==> src/hw/uart_pkg.sv <==
`default_nettype none

package uart_pkg;

  // bit timing for a 50 MHz clock
  localparam int clk_hz   = 50_000_000;
  localparam int baud     = 115_200;
  localparam int bit_div  = clk_hz / baud;
  localparam int half_div = bit_div / 2;
  localparam int div_w    = $clog2(bit_div);

  // frame is start, 8 data LSB first, odd parity, stop
  localparam int data_bits  = 8;
  localparam int frame_bits = 11;
  localparam int bit_cnt_w  = $clog2(frame_bits);

  // 0 reports every received byte as parity clean
  localparam bit parity_check = 1'b1;

  // two sync stages plus edge detect between rx pin and counter start
  localparam int rx_sync_lat = 3;

  // mid tick pulled in by the rx input latency so sampling
  // lands on the true middle of each bit at the pin
  localparam int mid_cnt = half_div - 1 - rx_sync_lat;

  // host command with the high byte sent first
  typedef struct packed {
    logic [7:0] hi;
    logic [7:0] lo;
  } cmd_t;

  // received byte with its parity result
  typedef struct packed {
    logic       parity_err;
    logic [7:0] data;
  } rx_word_t;

  // parity bit that makes the count of ones odd
  function automatic logic odd_parity(input logic [7:0] d);
    return ~^d;
  endfunction

endpackage

`default_nettype wire
==> src/hw/uart.sv <==
`default_nettype none

module uart
  import uart_pkg::*;
(
  input  logic     clk,
  input  logic     rst_n,
  input  cmd_t     cmd_in,
  input  logic     cmd_vld,
  output logic     cmd_rdy,
  input  logic     rx,
  output logic     tx,
  output rx_word_t read_data,
  output logic     read_rdy
);

  logic [7:0] tx_byte;
  logic       tx_send;
  logic       tx_busy;

  // command sequencer feeding the frame shifter
  uart_cmd_tx u_cmd_tx (
    .clk      (clk),
    .rst_n    (rst_n),
    .cmd_in   (cmd_in),
    .cmd_vld  (cmd_vld),
    .cmd_rdy  (cmd_rdy),
    .byte_out (tx_byte),
    .send     (tx_send),
    .busy     (tx_busy)
  );

  uart_tx_frame u_tx_frame (
    .clk     (clk),
    .rst_n   (rst_n),
    .byte_in (tx_byte),
    .send    (tx_send),
    .busy    (tx_busy),
    .tx      (tx)
  );

  // receive path runs on its own
  uart_rx_frame u_rx_frame (
    .clk       (clk),
    .rst_n     (rst_n),
    .rx        (rx),
    .read_data (read_data),
    .read_rdy  (read_rdy)
  );

endmodule

`default_nettype wire

==> src/hw/uart_rx_frame.sv <==
`default_nettype none

module uart_rx_frame
  import uart_pkg::*;
(
  input  logic     clk,
  input  logic     rst_n,
  input  logic     rx,
  output rx_word_t read_data,
  output logic     read_rdy
);

  typedef enum logic [2:0] {
    st_idle,
    st_start,
    st_data,
    st_parity,
    st_stop
  } state_t;

  state_t     state;
  logic       rx_meta;
  logic       rx_sync;
  logic       rx_last;
  logic       rx_fall;
  logic [2:0] bit_idx;
  logic [7:0] shreg;
  logic       par_q;
  logic       mid_tick;

  // two stage synchronizer and a delayed copy for the edge
  always_ff @(posedge clk or negedge rst_n) begin
    if (!rst_n) begin
      rx_meta <= 1'b1;
      rx_sync <= 1'b1;
      rx_last <= 1'b1;
    end else begin
      rx_meta <= rx;
      rx_sync <= rx_meta;
      rx_last <= rx_sync;
    end
  end

  assign rx_fall = rx_last & ~rx_sync;

  uart_baud_gen u_baud (
    .clk      (clk),
    .rst_n    (rst_n),
    .run      (state != st_idle),
    .bit_tick (),
    .mid_tick (mid_tick)
  );

  always_ff @(posedge clk or negedge rst_n) begin
    if (!rst_n) begin
      state     <= st_idle;
      bit_idx   <= '0;
      read_rdy  <= 1'b0;
      read_data <= '0;
    end else begin
      read_rdy <= 1'b0;
      case (state)
        st_idle: if (rx_fall) state <= st_start;
        st_start: begin
          if (mid_tick) begin
            // glitch shorter than half a bit goes back to idle
            if (!rx_sync) begin
              state   <= st_data;
              bit_idx <= '0;
            end else begin
              state <= st_idle;
            end
          end
        end
        st_data: begin
          if (mid_tick) begin
            if (bit_idx == 3'(data_bits - 1)) begin
              state <= st_parity;
            end else begin
              bit_idx <= bit_idx + 1'b1;
            end
          end
        end
        st_parity: if (mid_tick) state <= st_stop;
        st_stop: begin
          if (mid_tick) begin
            state <= st_idle;
            // a low stop bit drops the frame
            if (rx_sync) begin
              read_rdy             <= 1'b1;
              read_data.data       <= shreg;
              read_data.parity_err <= parity_check && (par_q != odd_parity(shreg));
            end
          end
        end
        default: state <= st_idle;
      endcase
    end
  end

  // data arrives lsb first
  always_ff @(posedge clk) begin
    if (state == st_data && mid_tick) begin
      shreg <= {rx_sync, shreg[7:1]};
    end
    if (state == st_parity && mid_tick) begin
      par_q <= rx_sync;
    end
  end

endmodule

`default_nettype wire

==> src/hw/uart_cmd_tx.sv <==
`default_nettype none

module uart_cmd_tx
  import uart_pkg::*;
(
  input  logic       clk,
  input  logic       rst_n,
  input  cmd_t       cmd_in,
  input  logic       cmd_vld,
  output logic       cmd_rdy,
  output logic [7:0] byte_out,
  output logic       send,
  input  logic       busy
);

  typedef enum logic [1:0] {
    st_idle,
    st_high,
    st_low
  } state_t;

  state_t state;
  cmd_t   cmd_q;
  logic   send_hi_q;
  logic   busy_q;
  logic   busy_fall;

  assign busy_fall = busy_q & ~busy;
  assign cmd_rdy   = (state == st_idle);

  // low byte goes out in the cycle right after the high frame ends
  assign send     = send_hi_q | ((state == st_high) & busy_fall);
  assign byte_out = send_hi_q ? cmd_q.hi : cmd_q.lo;

  always_ff @(posedge clk or negedge rst_n) begin
    if (!rst_n) begin
      state     <= st_idle;
      send_hi_q <= 1'b0;
      busy_q    <= 1'b0;
    end else begin
      send_hi_q <= 1'b0;
      busy_q    <= busy;
      case (state)
        st_idle: begin
          if (cmd_vld) begin
            state     <= st_high;
            send_hi_q <= 1'b1;
          end
        end
        st_high: if (busy_fall) state <= st_low;
        st_low:  if (busy_fall) state <= st_idle;
        default: state <= st_idle;
      endcase
    end
  end

  always_ff @(posedge clk) begin
    if (cmd_rdy && cmd_vld) begin
      cmd_q <= cmd_in;
    end
  end

endmodule

`default_nettype wire

==> src/hw/uart_tx_frame.sv <==
`default_nettype none

module uart_tx_frame
  import uart_pkg::*;
(
  input  logic       clk,
  input  logic       rst_n,
  input  logic [7:0] byte_in,
  input  logic       send,
  output logic       busy,
  output logic       tx
);

  logic [frame_bits-1:0] shreg;
  logic [bit_cnt_w-1:0]  bit_idx;
  logic                  bit_tick;
  logic                  last_bit;

  uart_baud_gen u_baud (
    .clk      (clk),
    .rst_n    (rst_n),
    .run      (busy),
    .bit_tick (bit_tick),
    .mid_tick ()
  );

  assign last_bit = (bit_idx == bit_cnt_w'(frame_bits - 1));

  // bit 0 of the shift register is the line
  assign tx = shreg[0];

  always_ff @(posedge clk or negedge rst_n) begin
    if (!rst_n) begin
      shreg <= '1;
    end else if (send && !busy) begin
      // stop, parity, data, start from msb down
      shreg <= {1'b1, odd_parity(byte_in), byte_in, 1'b0};
    end else if (bit_tick) begin
      // ones fill in behind, so the line idles high
      shreg <= {1'b1, shreg[frame_bits-1:1]};
    end
  end

  always_ff @(posedge clk or negedge rst_n) begin
    if (!rst_n) begin
      busy    <= 1'b0;
      bit_idx <= '0;
    end else if (send && !busy) begin
      busy    <= 1'b1;
      bit_idx <= '0;
    end else if (bit_tick) begin
      if (last_bit) begin
        // stop bit period done
        busy <= 1'b0;
      end else begin
        bit_idx <= bit_idx + 1'b1;
      end
    end
  end

endmodule

`default_nettype wire

==> src/hw/uart_baud_gen.sv <==
`default_nettype none

module uart_baud_gen
  import uart_pkg::*;
(
  input  logic clk,
  input  logic rst_n,
  input  logic run,
  output logic bit_tick,
  output logic mid_tick
);

  logic [div_w-1:0] cnt;
  logic             at_end;
  logic             at_mid;

  assign at_end = (cnt == div_w'(bit_div - 1));
  assign at_mid = (cnt == div_w'(mid_cnt));

  // restarts from zero each time run rises
  always_ff @(posedge clk or negedge rst_n) begin
    if (!rst_n) begin
      cnt <= '0;
    end else if (!run) begin
      cnt <= '0;
    end else if (at_end) begin
      cnt <= '0;
    end else begin
      cnt <= cnt + 1'b1;
    end
  end

  assign bit_tick = run & at_end;
  assign mid_tick = run & at_mid;

endmodule

`default_nettype wire

==> config.mk <==
export PLATFORM = sky130hd
export DESIGN_NAME = uart
export DESIGN_NICKNAME = d
export VERILOG_FILES = /design/src/hw/uart_pkg.sv /design/src/hw/uart.sv /design/src/hw/uart_rx_frame.sv /design/src/hw/uart_cmd_tx.sv /design/src/hw/uart_tx_frame.sv /design/src/hw/uart_baud_gen.sv
export SDC_FILE = /design/constraint.sdc
export NUM_CORES = 1
export LEC_CHECK = 0
export BUFFER_PORTS_ARGS = -buffer_cell sky130_fd_sc_hd__buf_2
export CAP_MARGIN = 25
export CORE_MARGIN = 5
export CORE_UTILIZATION = 35
export CTS_CLUSTER_SIZE = 25
export DETAILED_ROUTE_END_ITERATION = 7
export MAX_ROUTING_LAYER = met4
export PLACE_DENSITY = 0.48
export RECOVER_POWER = 100
export SYNTH_ARGS = -nofsm -noshare
export SYNTH_HDL_FRONTEND = slang
export SYNTH_SLANG_ARGS = --single-unit
==> constraint.sdc <==
create_clock -name clk -period 4.6 [get_ports clk]
set_clock_uncertainty 0.1 [all_clocks]
set_input_delay 0.92 -clock clk [delete_from_list [all_inputs] [get_ports clk]]
set_output_delay 0.92 -clock clk [all_outputs]
set_load 0.1 [all_outputs]
==> reports/results.tsv <==
stage	metric	value	unit
status	outcome	finished with violations	
status	failing checks	max-capacitance violations, max-slew violations	
final_layout	Area Growth Syn to Fin	13.6	%
route	Final ANT Viol Nets	0	
timing	RSZ-0062 raised after global routing	false	
logic_synthesis	Syn Inst Count	309	
final_layout	NumNets Final	372	
global_routing	largest net degree at the start of global routing	30	
logic_synthesis	Post-synth EDFFs	25	
timing	crit share post-route	70.9	%
logic_synthesis	Mapped Area	3660	sq um
global_routing	GRT Overall Usage	11.7	%
critical_path	CP startpoint	u_tx_frame.u_baud.cnt[6]$_DFF_PN0_	
route	WL/cell	13.5	microns
logic_synthesis	Post-synth ARST share	69.1	%
logic_synthesis	ys flop type	dfrtp_1	
floorplanning	I/O Pins	32	
global_routing	first-pass GRT wire length	11500	microns
global_routing	GRT busiest layer	met2	
floorplanning	Die Span X	112	microns
final_layout	Antenna diodes	0	
pwr	worst vdd ir	0.199	mV
placed_design	dpl cells	468	
clocking	setup bufs post-CTS	0	
logic_synthesis	most numerous cell in the Yosys netlist	dfrtp_1	
critical_path	Critical Path Fanout Max	12	
placed_design	GPL Wtd Cong	0.730	
timing	clock period minus worst slack	3.26	ns
global_routing	met3 usage	4.31	%
timing	Setup violations, final	0	
timing	worst-margin pin slew	1.59	ns
global_routing	antenna violations before repair	0	
critical_path	kind of critical path	register to register	
timing	max-slew headroom at the worst pin	-5.86	%
clocking	post-CTS sizing	0	
global_routing	met1 Usage GRT	14.3	%
route	DR pass1 iterations	4	
logic_synthesis	synthesis-stage register bit count	81	
floorplanning	starting density of the core	35.6	%
route	detailed-route DRC error count	0	
floorplanning	Die Y	112	microns
route	Vias/cell	4.62	
pwr	LEAKAGE	1.70	nW
floorplanning	num rows	37	
logic_synthesis	synth warn	0	
logic_synthesis	synth unique cells	35	
hold_path	hold path start	u_rx_frame.rx_meta$_DFF_PN1_	
timing	setup total negative slack	0	ns
logic_synthesis	synthesized area per cell	11.8	sq um
final_layout	layout cells sized above 1	18.3	%
pwr	PwrDens	406	nW/um^2
logic_synthesis	area leader, netlist	dfrtp_1	
critical_path	Arr. time, crit path	3.44	ns
route	DR iter-0 viols	141	
global_routing	grt total ovfl	0	
clocking	clock sink count	81	
clocking	clk_lat worst skew	0.35	ns
floorplanning	die area	12600	sq um
clocking	CTS tree	built	
flow_run	max_cap viols	2	
floorplanning	Core ar.	10300	sq um
critical_path	Worst setup SP type	register	
route	Post-Route WL	6540	microns
timing	final hold vios	0	
global_routing	vias in the first global route	2304	
final_layout	final core occ	40.4	%
logic_synthesis	Synth top cells by count	43 x dfrtp_1, 38 x nor2_1, 29 x nand2_1	
critical_path	CP endpoint kind	register	
timing	fmax	0.307	GHz
clocking	CTS clk-pin slew, worst paths	0.09	ns
timing	Max Slew Vio Count	43	
clocking	Clock Path Buffers	2	
clocking	root buffer cell	clkbuf_8	
route	total number of vias	2239	
placed_design	DPL Wire Length	4480	microns
clocking	CTS buffer count	9	
logic_synthesis	Yosys top cell area share	29.4	%
hold_path	Hold WC Path Type	register to register	
clocking	H-tree levels	3	
final_layout	filler instances	1025	
logic_synthesis	share of the yosys chip area belonging to registers	59.3	%
logic_synthesis	post-synth net total	337	
placed_design	Port Buffers	31	
critical_path	reg2reg start	u_tx_frame.u_baud.cnt[6]$_DFF_PN0_	
final_layout	fin cells	485	
clocking	hold-fix buffers at CTS	0	
global_routing	global routing usage on met2	18.6	%
logic_synthesis	top cells by area, synth	dfrtp_1 29%, edfxtp_1 21%, dfstp_2 9.3%	
critical_path	Worst Path Required	4.78	ns
## where the power goes
part | internal [W] | leakage [nW] | switching [W] | total [W]
sequential | 0.000829 | 0.913 | 0.0000878 | 0.000917
combinational | 0.0000925 | 0.685 | 0.0000843 | 0.000177
clock | 0.000311 | 0.107 | 0.000281 | 0.000593
## worst max-delay path, stage by stage, from the launching register on
cell     delay, ns
dfrtp_1       0.43
or4b_1        0.53
nor3_1        1.23
nand2_1       0.32
or3_1         0.44
a21oi_1       0.14
## registers in the layout, summed over array words and instances, names as in the netlist, 2 cells and up
name	flops
u_tx_frame.u_baud.cnt	9
u_rx_frame.shreg	8
u_rx_frame.u_baud.cnt	9
u_tx_frame.shreg	10
u_cmd_tx.cmd_q	16
u_cmd_tx.state	2
u_rx_frame.read_data	9
u_rx_frame.bit_idx	3
u_tx_frame.bit_idx	4
u_rx_frame.state	3
## per-layer routing
layer / share of wire (%) / vias to the layer above
met2: 49 / 24
met1: 48 / 1085
li1: - / 1126
met5: 0 / -
met3: 2.3 / 4
met4: 0.70 / 0
## final cells by class
class	count	area, sq um	area share, %
tap	136	170	4.10
clock buffer	9	124	2.98
timing repair buffer	33	149	3.58
inverter	8	30.0	0.723
multi-input combinational	211	1410	34.0
sequential	81	2170	52.2
clock inverter	7	101	2.44
## layout by cell type (no fill, tap or decap), types with 2 or more instances in the layout
| cell type | count |
|---|---|
| or4b_2 | 2 |
| or3_1 | 4 |
| nor3_1 | 4 |
| nor2_1 | 38 |
| mux2i_1 | 16 |
| inv_1 | 8 |
| edfxtp_1 | 25 |
| inv_6 | 3 |
| buf_2 | 14 |
| a21oi_1 | 12 |
| clkbuf_8 | 9 |
| xor2_1 | 14 |
| nand3_1 | 10 |
| nor3b_1 | 2 |
| a21o_1 | 2 |
| o21ai_0 | 16 |
| clkinvlp_4 | 2 |
| xnor2_1 | 19 |
| mux2_2 | 18 |
| buf_4 | 2 |
| nand2_1 | 29 |
| clkbuf_1 | 17 |
| bufinv_16 | 2 |
| dfstp_2 | 12 |
| nor2b_1 | 2 |
| dfrtp_1 | 43 |
| nand2b_1 | 4 |
| ha_1 | 8 |
## path summary, 6_finish.rpt
kind | endpoint | slack (ns) | depth (start not counted)
max | u_tx_frame.bit_idx[3]$_DFFE_PN0P_ | 1.34 | 5
min | u_rx_frame.rx_sync$_DFF_PN1_ | 0.27 | 0
max reg2reg | u_tx_frame.bit_idx[3]$_DFFE_PN0P_ | 1.34 | 5
min reg2reg | u_rx_frame.rx_sync$_DFF_PN1_ | 0.27 | 0
max in group asynchronous | u_tx_frame.shreg[5]$_DFFE_PN1P_ | 2.36 | 2
min in group asynchronous | u_tx_frame.bit_idx[0]$_DFFE_PN0P_ | 0.85 | 1
## cells by family after synthesis
group / share of synthesized area, %
AOI/OAI and AO/OA: 4.99
xor gates and xnor gates: 7.90
adders and majority gates: 2.74
buffers and inverters: 1.85
DFF: 59.3
muxes: 9.92
and+or+nand+nor: 13.3
## stage by stage
stage / instance area [sq um] / power [W] / hold WS (ns) / setup slack, ns
6_report: 4160 / 0.00169 / 0.273 / 1.34
4_1_cts: 4180 / 0.00171 / 0.269 / 1.83
3_3_place_gp: 3950 / 0.00111 / 0.246 / 1.88
5_1_grt: 4160 / 0.00179 / 0.281 / 1.13
2_1_floorplan: 3660 / 0.00105 / 0.245 / 1.82
3_5_place_dp: 3950 / 0.00111 / 0.248 / 1.86
Note: power is estimated with default switching activity, not from simulation.
